`config.mk`:
```
export PLATFORM = sky130hd
export DESIGN_NAME = lsel_top
export DESIGN_NICKNAME = d
export VERILOG_FILES = /design/src/design/lsel_pkg.sv /design/src/design/lsel_cmd_decode.sv /design/src/design/lsel_mem_rf_pg_24x9.sv /design/src/design/lsel_scan.sv /design/src/design/lsel_top.sv /design/src/design/mem_reset_sync.sv /design/src/design/rf_24x9_model.sv
export SDC_FILE = /design/constraint.sdc
export NUM_CORES = 1
export LEC_CHECK = 0
export BUFFER_PORTS_ARGS = -buffer_cell sky130_fd_sc_hd__buf_2
export CORE_ASPECT_RATIO = 0.7
export CORE_UTILIZATION = 65
export DETAILED_ROUTE_END_ITERATION = 16
export MAX_ROUTING_LAYER = met4
export PLACE_DENSITY = 0.81
export SYNTH_ARGS = -nofsm -noshare
export SYNTH_HDL_FRONTEND = slang
export SYNTH_SLANG_ARGS = --single-unit
export TNS_END_PERCENT = 5
```
`constraint.sdc`:
```
create_clock -name clk -period 1.7 [get_ports clk]
set_clock_uncertainty 0.15 [all_clocks]
set_input_delay 0.255 -clock clk [delete_from_list [all_inputs] [get_ports clk]]
set_output_delay 0.255 -clock clk [all_outputs]
set_load 0.1 [all_outputs]
```
`src/design/lsel_pkg.sv`:
```
/*
 * List selector shared definitions
 * Sizes of the 24-queue record file, the command opcodes taken by the
 * command decoder and the state encoding of the round-robin scanner.
 */

package lsel_pkg;

    // ------------------------------------------------------------
    // Record file geometry
    // ------------------------------------------------------------

    // Number of queues, one record per queue
    localparam int lsel_depth = 24;

    // Address width, enough for 24 entries
    localparam int lsel_aw = 5;

    // Record width: enable flag on top of an 8-bit payload tag
    localparam int lsel_dw = 9;

    // Position of the enable flag inside a record
    localparam int lsel_en_bit = 8;

    // ------------------------------------------------------------
    // Command and scanner encodings
    // ------------------------------------------------------------

    // Commands arriving with cmd_valid
    typedef enum logic [1:0] {
        CMD_NOP     = 2'd0,
        CMD_WRITE   = 2'd1,
        CMD_ENABLE  = 2'd2,
        CMD_DISABLE = 2'd3
    } lsel_cmd_e;

    // Scanner FSM states
    typedef enum logic [1:0] {
        SCAN_IDLE = 2'd0,
        SCAN_RUN  = 2'd1,
        SCAN_DONE = 2'd2
    } lsel_scan_e;

endpackage

```
`src/design/lsel_cmd_decode.sv`:
```
/*
 * List selector command decoder
 * Turns accepted commands into registered writes on the record file.
 * After reset and after every power-up it first writes zeros to all 24
 * entries, holding init_busy high until the sweep is over.
 */

`timescale 1ns/1ps

module lsel_cmd_decode
    import lsel_pkg::*;
(
     input  logic               clk
    ,input  logic               rst_n
    ,input  logic               cmd_valid
    ,input  lsel_cmd_e          cmd_op
    ,input  logic [lsel_aw-1:0] cmd_addr
    ,input  logic [lsel_dw-1:0] cmd_data
    ,input  logic               pwr_off
    ,output logic               we
    ,output logic [lsel_aw-1:0] waddr
    ,output logic [lsel_dw-1:0] wdata
    ,output logic               init_busy
);

    logic               pwr_off_q;
    logic               init_run;
    logic [lsel_aw-1:0] init_cnt;
    logic               init_last;
    logic               cmd_take;
    logic [lsel_dw-1:0] cmd_wdata;

    // Commands are dropped while the file is being cleared
    assign cmd_take  = cmd_valid && !init_busy;
    assign init_last = (init_cnt == lsel_aw'(lsel_depth - 1));

    // Record written for each opcode
    always_comb begin
        case (cmd_op)
            CMD_WRITE:  cmd_wdata = cmd_data;
            // Enable flag forced on, tag taken from the low byte
            CMD_ENABLE: cmd_wdata = {1'b1, cmd_data[lsel_en_bit-1:0]};
            default:    cmd_wdata = '0;
        endcase
    end

    // ------------------------------------------------------------
    // Init sequencer and write strobe
    // ------------------------------------------------------------
    always_ff @(posedge clk or negedge rst_n) begin
        if (!rst_n) begin
            pwr_off_q <= 1'b1;
            init_busy <= 1'b1;
            init_run  <= 1'b0;
            init_cnt  <= '0;
            we        <= 1'b0;
        end else begin
            pwr_off_q <= pwr_off;
            we        <= 1'b0;
            if (pwr_off) begin
                // Array is down, wait for power to come back
                init_busy <= 1'b1;
                init_run  <= 1'b0;
                init_cnt  <= '0;
            end else if (pwr_off_q) begin
                // Power just came up, start the clear sweep at entry 0
                init_run <= 1'b1;
                init_cnt <= '0;
            end else if (init_run) begin
                we       <= 1'b1;
                init_cnt <= init_cnt + 1'b1;
                if (init_last) begin
                    init_run  <= 1'b0;
                    init_busy <= 1'b0;
                end
            end else if (cmd_take && (cmd_op != CMD_NOP)) begin
                we <= 1'b1;
            end
        end
    end

    // Write address and data for the strobe above, from the sweep or the command
    always_ff @(posedge clk) begin
        if (init_run) begin
            waddr <= init_cnt;
            wdata <= '0;
        end else if (cmd_take) begin
            waddr <= cmd_addr;
            wdata <= cmd_wdata;
        end
    end

endmodule

```
`src/design/lsel_mem_rf_pg_24x9.sv`:
```
/*
 * Power-gated 24x9 record file wrapper
 * Puts the IP reset through a synchronizer on the read clock and passes
 * the write port, read port, isolation and power controls to the array.
 * The power acknowledge comes back from the array a cycle late.
 */

`timescale 1ns/1ps

module lsel_mem_rf_pg_24x9
    import lsel_pkg::*;
(
     input  logic               wclk
    ,input  logic               we
    ,input  logic [lsel_aw-1:0] waddr
    ,input  logic [lsel_dw-1:0] wdata

    ,input  logic               rclk
    ,input  logic               re
    ,input  logic [lsel_aw-1:0] raddr
    ,output logic [lsel_dw-1:0] rdata

    // Power control
    ,input  logic               pgcb_isol_en
    ,input  logic               pwr_enable_b_in
    ,output logic               pwr_enable_b_out

    ,input  logic               ip_reset_b
);

    // Reset as seen by the array, released on rclk
    logic ip_reset_b_sync;

    // ------------------------------------------------------------
    // IP reset synchronizer
    // ------------------------------------------------------------
    mem_reset_sync i_ip_reset_b_sync (
         .clk        (rclk)
        ,.rst_n      (ip_reset_b)
        ,.rst_n_sync (ip_reset_b_sync)
    );

    // ------------------------------------------------------------
    // Array model, stands in for the hard macro
    // ------------------------------------------------------------
    rf_24x9_model i_rf (
         .wclk             (wclk)
        ,.we               (we)
        ,.waddr            (waddr)
        ,.wdata            (wdata)
        ,.rclk             (rclk)
        ,.re               (re)
        ,.raddr            (raddr)
        ,.rdata            (rdata)
        ,.ip_reset_b       (ip_reset_b_sync)
        ,.isol_en          (pgcb_isol_en)
        ,.pwr_enable_b     (pwr_enable_b_in)
        ,.pwr_enable_b_out (pwr_enable_b_out)
    );

endmodule

```
`src/design/lsel_scan.sv`:
```
/*
 * List selector round-robin scanner
 * On an accepted request it reads the record file once per cycle from the
 * rotating pointer and checks each record a cycle later. The first enabled
 * record ends the scan and moves the pointer past it. After 24 records
 * without a hit the scan ends empty and the pointer stays.
 */

`timescale 1ns/1ps

module lsel_scan
    import lsel_pkg::*;
(
     input  logic                   clk
    ,input  logic                   rst_n
    ,input  logic                   sel_req
    ,input  logic                   init_busy
    ,output logic                   re
    ,output logic [lsel_aw-1:0]     raddr
    ,input  logic [lsel_dw-1:0]     rdata
    ,output logic                   sel_done
    ,output logic                   sel_found
    ,output logic [lsel_aw-1:0]     sel_qid
    ,output logic [lsel_en_bit-1:0] sel_tag
);

    lsel_scan_e         state;
    logic [lsel_aw-1:0] ptr;
    logic [lsel_aw-1:0] iss_cnt;
    logic [lsel_aw-1:0] chk_cnt;
    logic [lsel_aw-1:0] chk_addr;
    logic               rd_vld;
    logic               req_take;
    logic               hit;
    logic               last_chk;
    logic               issue_next;

    // Next queue index, wrapping at 24
    function automatic logic [lsel_aw-1:0] addr_inc(input logic [lsel_aw-1:0] a);
        return (a == lsel_aw'(lsel_depth - 1)) ? '0 : a + 1'b1;
    endfunction

    // Requests only count while idle and the file holds valid records
    assign req_take = sel_req && (state == SCAN_IDLE) && !init_busy;

    // Record returned this cycle belongs to chk_addr
    assign hit      = (state == SCAN_RUN) && rd_vld && rdata[lsel_en_bit];
    assign last_chk = (state == SCAN_RUN) && rd_vld && (chk_cnt == lsel_aw'(lsel_depth - 1));

    // Keep reading until a hit, the last check, or 24 reads issued
    assign issue_next = (state == SCAN_RUN) && !hit && !last_chk &&
                        (iss_cnt != lsel_aw'(lsel_depth));

    // ------------------------------------------------------------
    // Scanner FSM and counters
    // ------------------------------------------------------------
    always_ff @(posedge clk or negedge rst_n) begin
        if (!rst_n) begin
            state     <= SCAN_IDLE;
            re        <= 1'b0;
            rd_vld    <= 1'b0;
            iss_cnt   <= '0;
            chk_cnt   <= '0;
            ptr       <= '0;
            sel_done  <= 1'b0;
            sel_found <= 1'b0;
        end else begin
            // Read data shows up the cycle after the read
            rd_vld   <= re;
            sel_done <= 1'b0;
            case (state)
                SCAN_IDLE: begin
                    if (req_take) begin
                        state   <= SCAN_RUN;
                        re      <= 1'b1;
                        iss_cnt <= 5'd1;
                        chk_cnt <= '0;
                    end
                end
                SCAN_RUN: begin
                    if (rd_vld) begin
                        chk_cnt <= chk_cnt + 1'b1;
                    end
                    if (hit || last_chk) begin
                        state     <= SCAN_DONE;
                        re        <= 1'b0;
                        sel_done  <= 1'b1;
                        sel_found <= hit;
                        if (hit) begin
                            ptr <= addr_inc(chk_addr);
                        end
                    end else begin
                        re <= issue_next;
                        if (issue_next) begin
                            iss_cnt <= iss_cnt + 1'b1;
                        end
                    end
                end
                // The read issued in the hit cycle lands here and is dropped
                default: begin
                    state <= SCAN_IDLE;
                end
            endcase
        end
    end

    // ------------------------------------------------------------
    // Read address pipeline and result payload
    // ------------------------------------------------------------
    always_ff @(posedge clk) begin
        if (req_take) begin
            raddr <= ptr;
        end else if (issue_next) begin
            raddr <= addr_inc(raddr);
        end
        // Address travels alongside the read to tag the returned record
        if (re) begin
            chk_addr <= raddr;
        end
        if (hit) begin
            sel_qid <= chk_addr;
            sel_tag <= rdata[lsel_en_bit-1:0];
        end
    end

endmodule

```
`src/design/lsel_top.sv`:
```
/*
 * List selector top level
 * Command decoder writes the power-gated record file, the round-robin
 * scanner reads it. Both memory clocks come from the one system clock.
 */

`timescale 1ns/1ps

module lsel_top
    import lsel_pkg::*;
(
     input  logic                   clk
    ,input  logic                   rst_n

    // Command side
    ,input  logic                   cmd_valid
    ,input  lsel_cmd_e              cmd_op
    ,input  logic [lsel_aw-1:0]     cmd_addr
    ,input  logic [lsel_dw-1:0]     cmd_data
    ,output logic                   init_busy

    // Selection side
    ,input  logic                   sel_req
    ,output logic                   sel_done
    ,output logic                   sel_found
    ,output logic [lsel_aw-1:0]     sel_qid
    ,output logic [lsel_en_bit-1:0] sel_tag

    // Power control
    ,input  logic                   pwr_enable_b
    ,input  logic                   pgcb_isol_en
    ,output logic                   pwr_enable_b_out
);

    // Write port, owned by the decoder
    logic               we;
    logic [lsel_aw-1:0] waddr;
    logic [lsel_dw-1:0] wdata;

    // Read port, owned by the scanner
    logic               re;
    logic [lsel_aw-1:0] raddr;
    logic [lsel_dw-1:0] rdata;

    // ------------------------------------------------------------
    // Command decoder, restarts its clear sweep on power-up
    // ------------------------------------------------------------
    lsel_cmd_decode i_cmd_decode (
         .clk       (clk)
        ,.rst_n     (rst_n)
        ,.cmd_valid (cmd_valid)
        ,.cmd_op    (cmd_op)
        ,.cmd_addr  (cmd_addr)
        ,.cmd_data  (cmd_data)
        ,.pwr_off   (pwr_enable_b_out)
        ,.we        (we)
        ,.waddr     (waddr)
        ,.wdata     (wdata)
        ,.init_busy (init_busy)
    );

    // Record file
    lsel_mem_rf_pg_24x9 i_mem (
         .wclk             (clk)
        ,.we               (we)
        ,.waddr            (waddr)
        ,.wdata            (wdata)
        ,.rclk             (clk)
        ,.re               (re)
        ,.raddr            (raddr)
        ,.rdata            (rdata)
        ,.pgcb_isol_en     (pgcb_isol_en)
        ,.pwr_enable_b_in  (pwr_enable_b)
        ,.pwr_enable_b_out (pwr_enable_b_out)
        ,.ip_reset_b       (rst_n)
    );

    // Round-robin scanner
    lsel_scan i_scan (
         .clk       (clk)
        ,.rst_n     (rst_n)
        ,.sel_req   (sel_req)
        ,.init_busy (init_busy)
        ,.re        (re)
        ,.raddr     (raddr)
        ,.rdata     (rdata)
        ,.sel_done  (sel_done)
        ,.sel_found (sel_found)
        ,.sel_qid   (sel_qid)
        ,.sel_tag   (sel_tag)
    );

endmodule

```
`src/design/mem_reset_sync.sv`:
```
/*
 * Memory reset synchronizer
 * Two-flop chain for the record file's IP reset. Assertion reaches the
 * output at once, release is delayed by two clock edges.
 */

`timescale 1ns/1ps

module mem_reset_sync (
     input  logic clk
    ,input  logic rst_n
    ,output logic rst_n_sync
);

    // Shift chain, a one enters from the bottom once reset is released
    logic [1:0] sync_q;

    always_ff @(posedge clk or negedge rst_n) begin
        if (!rst_n) begin
            // Reset goes straight through to the array
            sync_q <= 2'b00;
        end else begin
            sync_q <= {sync_q[0], 1'b1};
        end
    end

    // Second stage is the clean, synchronous release
    assign rst_n_sync = sync_q[1];

endmodule

```
`src/design/rf_24x9_model.sv`:
```
/*
 * Behavioral 24x9 two-port register file
 * One write port and one registered read port with one cycle of latency.
 * Models the power gating of the hard macro: while powered down the
 * contents are lost, writes are dropped and read data is zero. Isolation
 * clamps the read data on the way out.
 */

`timescale 1ns/1ps

module rf_24x9_model
    import lsel_pkg::*;
(
     input  logic               wclk
    ,input  logic               we
    ,input  logic [lsel_aw-1:0] waddr
    ,input  logic [lsel_dw-1:0] wdata
    ,input  logic               rclk
    ,input  logic               re
    ,input  logic [lsel_aw-1:0] raddr
    ,output logic [lsel_dw-1:0] rdata
    ,input  logic               ip_reset_b
    ,input  logic               isol_en
    ,input  logic               pwr_enable_b
    ,output logic               pwr_enable_b_out
);

    logic [lsel_dw-1:0] mem [lsel_depth];
    logic [lsel_dw-1:0] rdata_q;

    // Power state of the array, a delayed copy of the request
    // Comes out of reset powered down
    always_ff @(posedge rclk or negedge ip_reset_b) begin
        if (!ip_reset_b) begin
            pwr_enable_b_out <= 1'b1;
        end else begin
            pwr_enable_b_out <= pwr_enable_b;
        end
    end

    // Write port
    // A powered-down array loses everything, so it is zeroed here
    always_ff @(posedge wclk) begin
        if (pwr_enable_b_out) begin
            for (int i = 0; i < lsel_depth; i++) begin
                mem[i] <= '0;
            end
        end else if (we && (waddr < lsel_aw'(lsel_depth))) begin
            mem[waddr] <= wdata;
        end
    end

    // Read port, out-of-range addresses return zero
    always_ff @(posedge rclk or negedge ip_reset_b) begin
        if (!ip_reset_b) begin
            rdata_q <= '0;
        end else if (pwr_enable_b_out) begin
            rdata_q <= '0;
        end else if (re) begin
            rdata_q <= (raddr < lsel_aw'(lsel_depth)) ? mem[raddr] : '0;
        end
    end

    // Isolation clamp on the output
    assign rdata = isol_en ? '0 : rdata_q;

endmodule

```
### Word level (Yosys, flattened, before mapping)

Memories as Yosys holds them, arrays and structs flattened. A register that Yosys moved wholly into a read port is not among the register bits.
Index checks and enable logic that the tools add are counted.

| word-level totals | value |
|---|---|
| output and inout bits | 17 |
| memories kept | 1 |
| word-level logic and storage cells | 126 |
| bits of input ports | 22 |
| memory bits (writable) | 216 |
| register bits after elaboration | 79 |

Memories:

| memory | words | width | rd ports | clocked after Yosys merged registers in | wr ports | line | RTL |
|---|---|---|---|---|---|---|---|
| i_mem.i_rf.mem | 24 | 9 | 1 | 1 | 24 | rf_24x9_model.sv:28 | `logic [lsel_dw-1:0] mem [lsel_depth];` |

| operators by class | value |
|---|---|
| equal/unequal tests | 14 |
| add/sub/neg operators | 5 |
| $lt $le $gt $ge | 2 |
| reduce and logical (&&, ||, !) cells | 32 |
| mux-type cells | 50 |

Operators by type and width:

| cell | count |
|---|---|
| $mux 5 | 16 |
| $mux 9 | 5 |
| $add 5x1->5 const B | 5 |
| $mux 1 | 22 |
| $eq 5x5->1 const B | 4 |
| $pmux 5 s2 | 2 |
| $pmux 9 s2 | 1 |
| $reduce_bool 2->1 | 7 |
| $logic_and 1x1->1 | 11 |
| $lt 5x5->1 const B | 2 |
| $reduce_and 3->1 | 3 |
| $reduce_or 9->1 | 1 |
| $ne 2x1->1 const B | 4 |
| $reduce_and 2->1 | 3 |
| $ne 5x5->1 const B | 1 |
| $eq 2x1->1 const B | 2 |
| $mux 2 | 2 |
| $ne 2x2->1 const B | 2 |
| $pmux 2 s2 | 1 |
| $reduce_and 4->1 | 1 |
| $logic_not 1->1 | 3 |
| $reduce_bool 3->1 | 1 |
| $eq 2x2->1 const B | 1 |
| $logic_not 2->1 | 1 |
| 2 further kinds | 2 |

### Depth between registers and ports, before layout

| logic depth | value |
|---|---|
| depth after elaboration | 10 |
| mapped depth | 9 |

### Modules after synthesis

From an unflattened synthesis, not the netlist that was laid out.

| unflattened totals | value |
|---|---|
| cell total of the unflattened synthesis | 1017 |
| area, all modules | 13514.2 um^2 |

By module, submodules not included:

| module | area an instance (um^2) | instances | cells an instance |
|---|---|---|---|
| rf_24x9_model | 10633.9 | 1 | 798 |
| lsel_scan | 1851.8 | 1 | 143 |
| lsel_cmd_decode | 974.7 | 1 | 73 |
| mem_reset_sync | 53.8 | 1 | 3 |

### Worst setup path after synthesis

No wires, ideal clock.

| path | value |
|---|---|
| kind | reg-to-reg |
| from | register i_mem.i_rf.pwr_enable_b_out |
| to | memory i_mem.i_rf.mem[4][0], enable pin |
| data required time | 1.238 ns |
| slack | -0.676 ns |
| cell stages (with the launch flop) | 6 |
| arrival time | 1.914 ns |
| cell sequence | dfstp_2 > a211oi_1 > or3b_1 > clkbuf_1 > nor2_2 > or2_2 |

RTL lines:

| element | line | RTL |
|---|---|---|
| start, declared | rf_24x9_model.sv:25 | `,output logic pwr_enable_b_out` |
| start signal, assigned | rf_24x9_model.sv:37 | `pwr_enable_b_out <= pwr_enable_b;` |
| end, declared | rf_24x9_model.sv:28 |  |

==> flow_summary.yaml <==
final_layout:
  fin_util_pct: 82.5
  seqCellArea_mm2: 0.0108
  finalNonFillerCells: 1719
  fillCellCount: 1204
  multi_input_area_mm2: 0.00604
  drive_gt1_share_pct: 32.3
  synthToLayoutAreaGrowth_pct: 24.5
  final_net_count: 1397
clock_tree:
  numClockSinks: 372
  clock_path_buffers: 3
  clk_pin_slew_ps: 60
  cts_tree: "done"
  clk_latency_ps: 520
  cts_root_buf: "clkbuf_16"
  cts_made_buffers: 35
  htreeDepth: 2
min_path:
  hp-class: "in -> reg"
place:
  post-place-ws_ps: -781
  port_buffers: 38
  place_inst: 1620
  gp_congestion: 0.890
  hpwl_um: 26200
synth:
  netlist_top_cells_area: "edfxtp_1 (58%), and2_1 (8.4%), dfrtp_1 (6.0%), mux2i_1 (4.6%), mux4_2 (3.2%)"
  yosysTopAreaCellShare_pct: 58.2
  synth_top_cell_by_area: "edfxtp_1"
  synth_ff_type: "edfxtp_1"
  yosysSeqAreaShare_pct: 66.3
  synth-edff-count: 316
  ys_top_cells_by_count: "edfxtp_1 (316), and2_1 (218), mux2i_1 (75)"
  synth_cells: 1098
  synthArstFlopShare_pct: 11.3
  synthesis.area_mm2: 0.0163
  synth-seq-cells: 372
  ys_types: 57
  yosysMostFrequentCell: "edfxtp_1"
  synth_area_per_cell_um2: 14.9
  yosysWarningCount: 0
sta:
  worst_pin_slew_ps: 731
  setup_viol: 470
  rsz0062_at_grt: "yes"
  slew_violations: 0
  period_needed_ps: 2200
  hold_violations: 0
  finalCritPeriodShare_pct: 130
  max_freq_mhz: 454
  slew_headroom_pct: 51.3
  timing.final.ws_setup_ps: -502
worst_setup_path:
  worstPathArrival_ps: 2450
  crit_required_ps: 1940
  path_max_fanout: 14
  endpoint_kind: "register"
  worst_path_max_delay_cell: "dfxtp_4"
  max_stage_delay_ps: 440
  path_cells: "buf_12, buf_16, buf_4, mux2i_1, a22oi_2, a21oi_2, o41ai_1"
  setup.worst_path.start_class: "register"
  crit_type: "reg -> reg"
pwr:
  ir_worst_vdd_v: 0.000938
  power_density_mw_per_mm2: 1390
  p_leak_nw: 8.08
floorplanning:
  start_util_pct: 66.3
  io_pins: 39
  die_x_um: 191
  die_height_um: 135
  placementRows: 48
  core_mm2: 0.0246
  dieArea_mm2: 0.0258
routing:
  vias_per_cell: 6.25
  drc: 0
  wl_um: 44200
  ant_nets: 0
  wl_per_cell_um: 25.7
  via_count: 10745
  firstDrtPassIters: 7
  drt-initial-drc-count: 1359
global_route:
  gr-usage-all-layers_pct: 34.8
  antenna_found_initial: 1
  grt_overflow_total: 0
  grt_pass1_vias: 10685
  grt_max_degree: 35
  grt_pass1_wl_um: 63000
outcome:
  status: "finished with violations"
  violations: "setup timing"
flow_run:
  drv_cap: 0
## layer usage
| layer | vias to the layer above | wire length (µm) | track usage (%) | share of wire (%) |
|---|---|---|---|---|
| li1 | 4544 | - | - | - |
| met1 | 5380 | 17000 | 46.8 | 38 |
| met2 | 700 | 20900 | 52.6 | 47 |
| met3 | 121 | 4960 | 8.19 | 11 |
| met4 | 0 | 1360 | 12.0 | 3.1 |
| met5 | - | 0 | - | 0 |
## sequential cells by signal, summed over array words and instances, names as in the netlist, 8 cells and up, named ones only
| name | flops |
|---|---|
| i_cmd_decode.wdata | 9 |
| i_mem.i_rf.mem | 288 |
| i_mem.i_rf.rdata_q | 9 |
| i_scan.sel_tag | 8 |
## through the flow
step	power (mW)	area (µm²)	hold WS (ps)	TNS [ps]
2_1_floorplan	15.9	16600	-191	-100640
3_3_place_gp	18.6	18100	145	-92030
3_5_place_dp	18.8	18100	143	-123110
4_1_cts	27.4	19900	61.8	-115770
5_1_grt	29.0	20300	77.9	-148110
6_report	28.2	20300	73.0	-126720
## worst max-delay path: cells and delay by family, from the launching register on
| family | cells | cell delay (ps) |
|---|---|---|
| flops | 1 | 440 |
| compound gates | 3 | 830 |
| mux | 1 | 100 |
| buf+inv | 3 | 540 |
## cells in the final DEF (no fill, tap or decap), types with 7 or more instances in the layout
master / count
mux4_2: 34
nand3b_1: 8
o21ai_0: 10
clkbuf_16: 36
a21oi_1: 24
edfxtp_1: 316
buf_4: 112
nor2b_1: 21
dlygate4sd3_1: 16
clkinv_2: 9
nor2_2: 9
mux2_2: 7
a21oi_2: 11
inv_1: 8
a22oi_1: 17
dfrtp_1: 39
dfxtp_1: 11
nor2_1: 19
conb_1: 73
mux2i_1: 73
mux2_4: 11
and2_1: 190
buf_12: 10
a22o_1: 18
and2_4: 28
buf_6: 35
nor2_4: 18
clkbuf_1: 13
or2_4: 29
buf_2: 31
ha_1: 8
nand2_1: 34
## final timing paths
path	start	end	slack [ps]	cells after the start
setup / recovery	register	i_mem.i_rf.rdata_q[8]$_DFFE_PN0P_	-500	7
hold / removal	pgcb_isol_en	i_scan.sel_tag[4]$_SDFFCE_PP0P_	70	3
setup reg to reg	register	i_mem.i_rf.rdata_q[8]$_DFFE_PN0P_	-500	7
hold reg to reg	i_mem.i_ip_reset_b_sync.sync_q[1]$_DFF_PN0_	i_mem.i_rf.rdata_q[7]$_DFFE_PN0P_	140	0
max in group asynchronous	i_mem.i_ip_reset_b_sync.sync_q[1]$_DFF_PN0_	i_mem.i_rf.rdata_q[8]$_DFFE_PN0P_	790	0
min in group asynchronous	rst_n	i_cmd_decode.init_cnt[1]$_DFFE_PN0P_	140	3
## cell families (layout without fill, tap and decap cells)
family,count (synthesis),after routing,share of synthesized area (%)
AOI/OAI and AO/OA,118,118,5.09
other,2,74,0.0460
and+or+nand+nor,389,394,14.0
adders and majority gates,9,9,0.690
muxes,129,129,11.1
DFF,372,372,66.3
buffers and inverters,69,288,2.21
xor gates and xnor gates,10,10,0.537
## final cells by class
type                    instances  area share [%]
clock buffers                  50            4.69
clock inverters                14           0.542
diodes                          1          0.0123
multi-input cells             733            29.7
flip-flops and latches        372            53.3
inverters                       9           0.166
well taps                     325            2.00
repair buffers                215            9.56
## what timing repair did
| item | in CTS | in global routing |
|---|---|---|
| hold buffers | 16 | 0 |
| endpoints found under the hold margin | 47 | 0 |
| gates resized for setup | 134 | 94 |
| setup buffers | 8 | 4 |
| pin swaps | 35 | 20 |
| endpoints found under the setup margin | 485 | 489 |
| cloned | 5 | 3 |
## where the power goes
group | internal, mW | total [mW] | switching (mW)
registers | 10.7 | 11.3 | 0.642
logic | 4.54 | 9.43 | 4.89
clock network | 4.10 | 7.48 | 3.37
(Power assumes the default switching activity.)
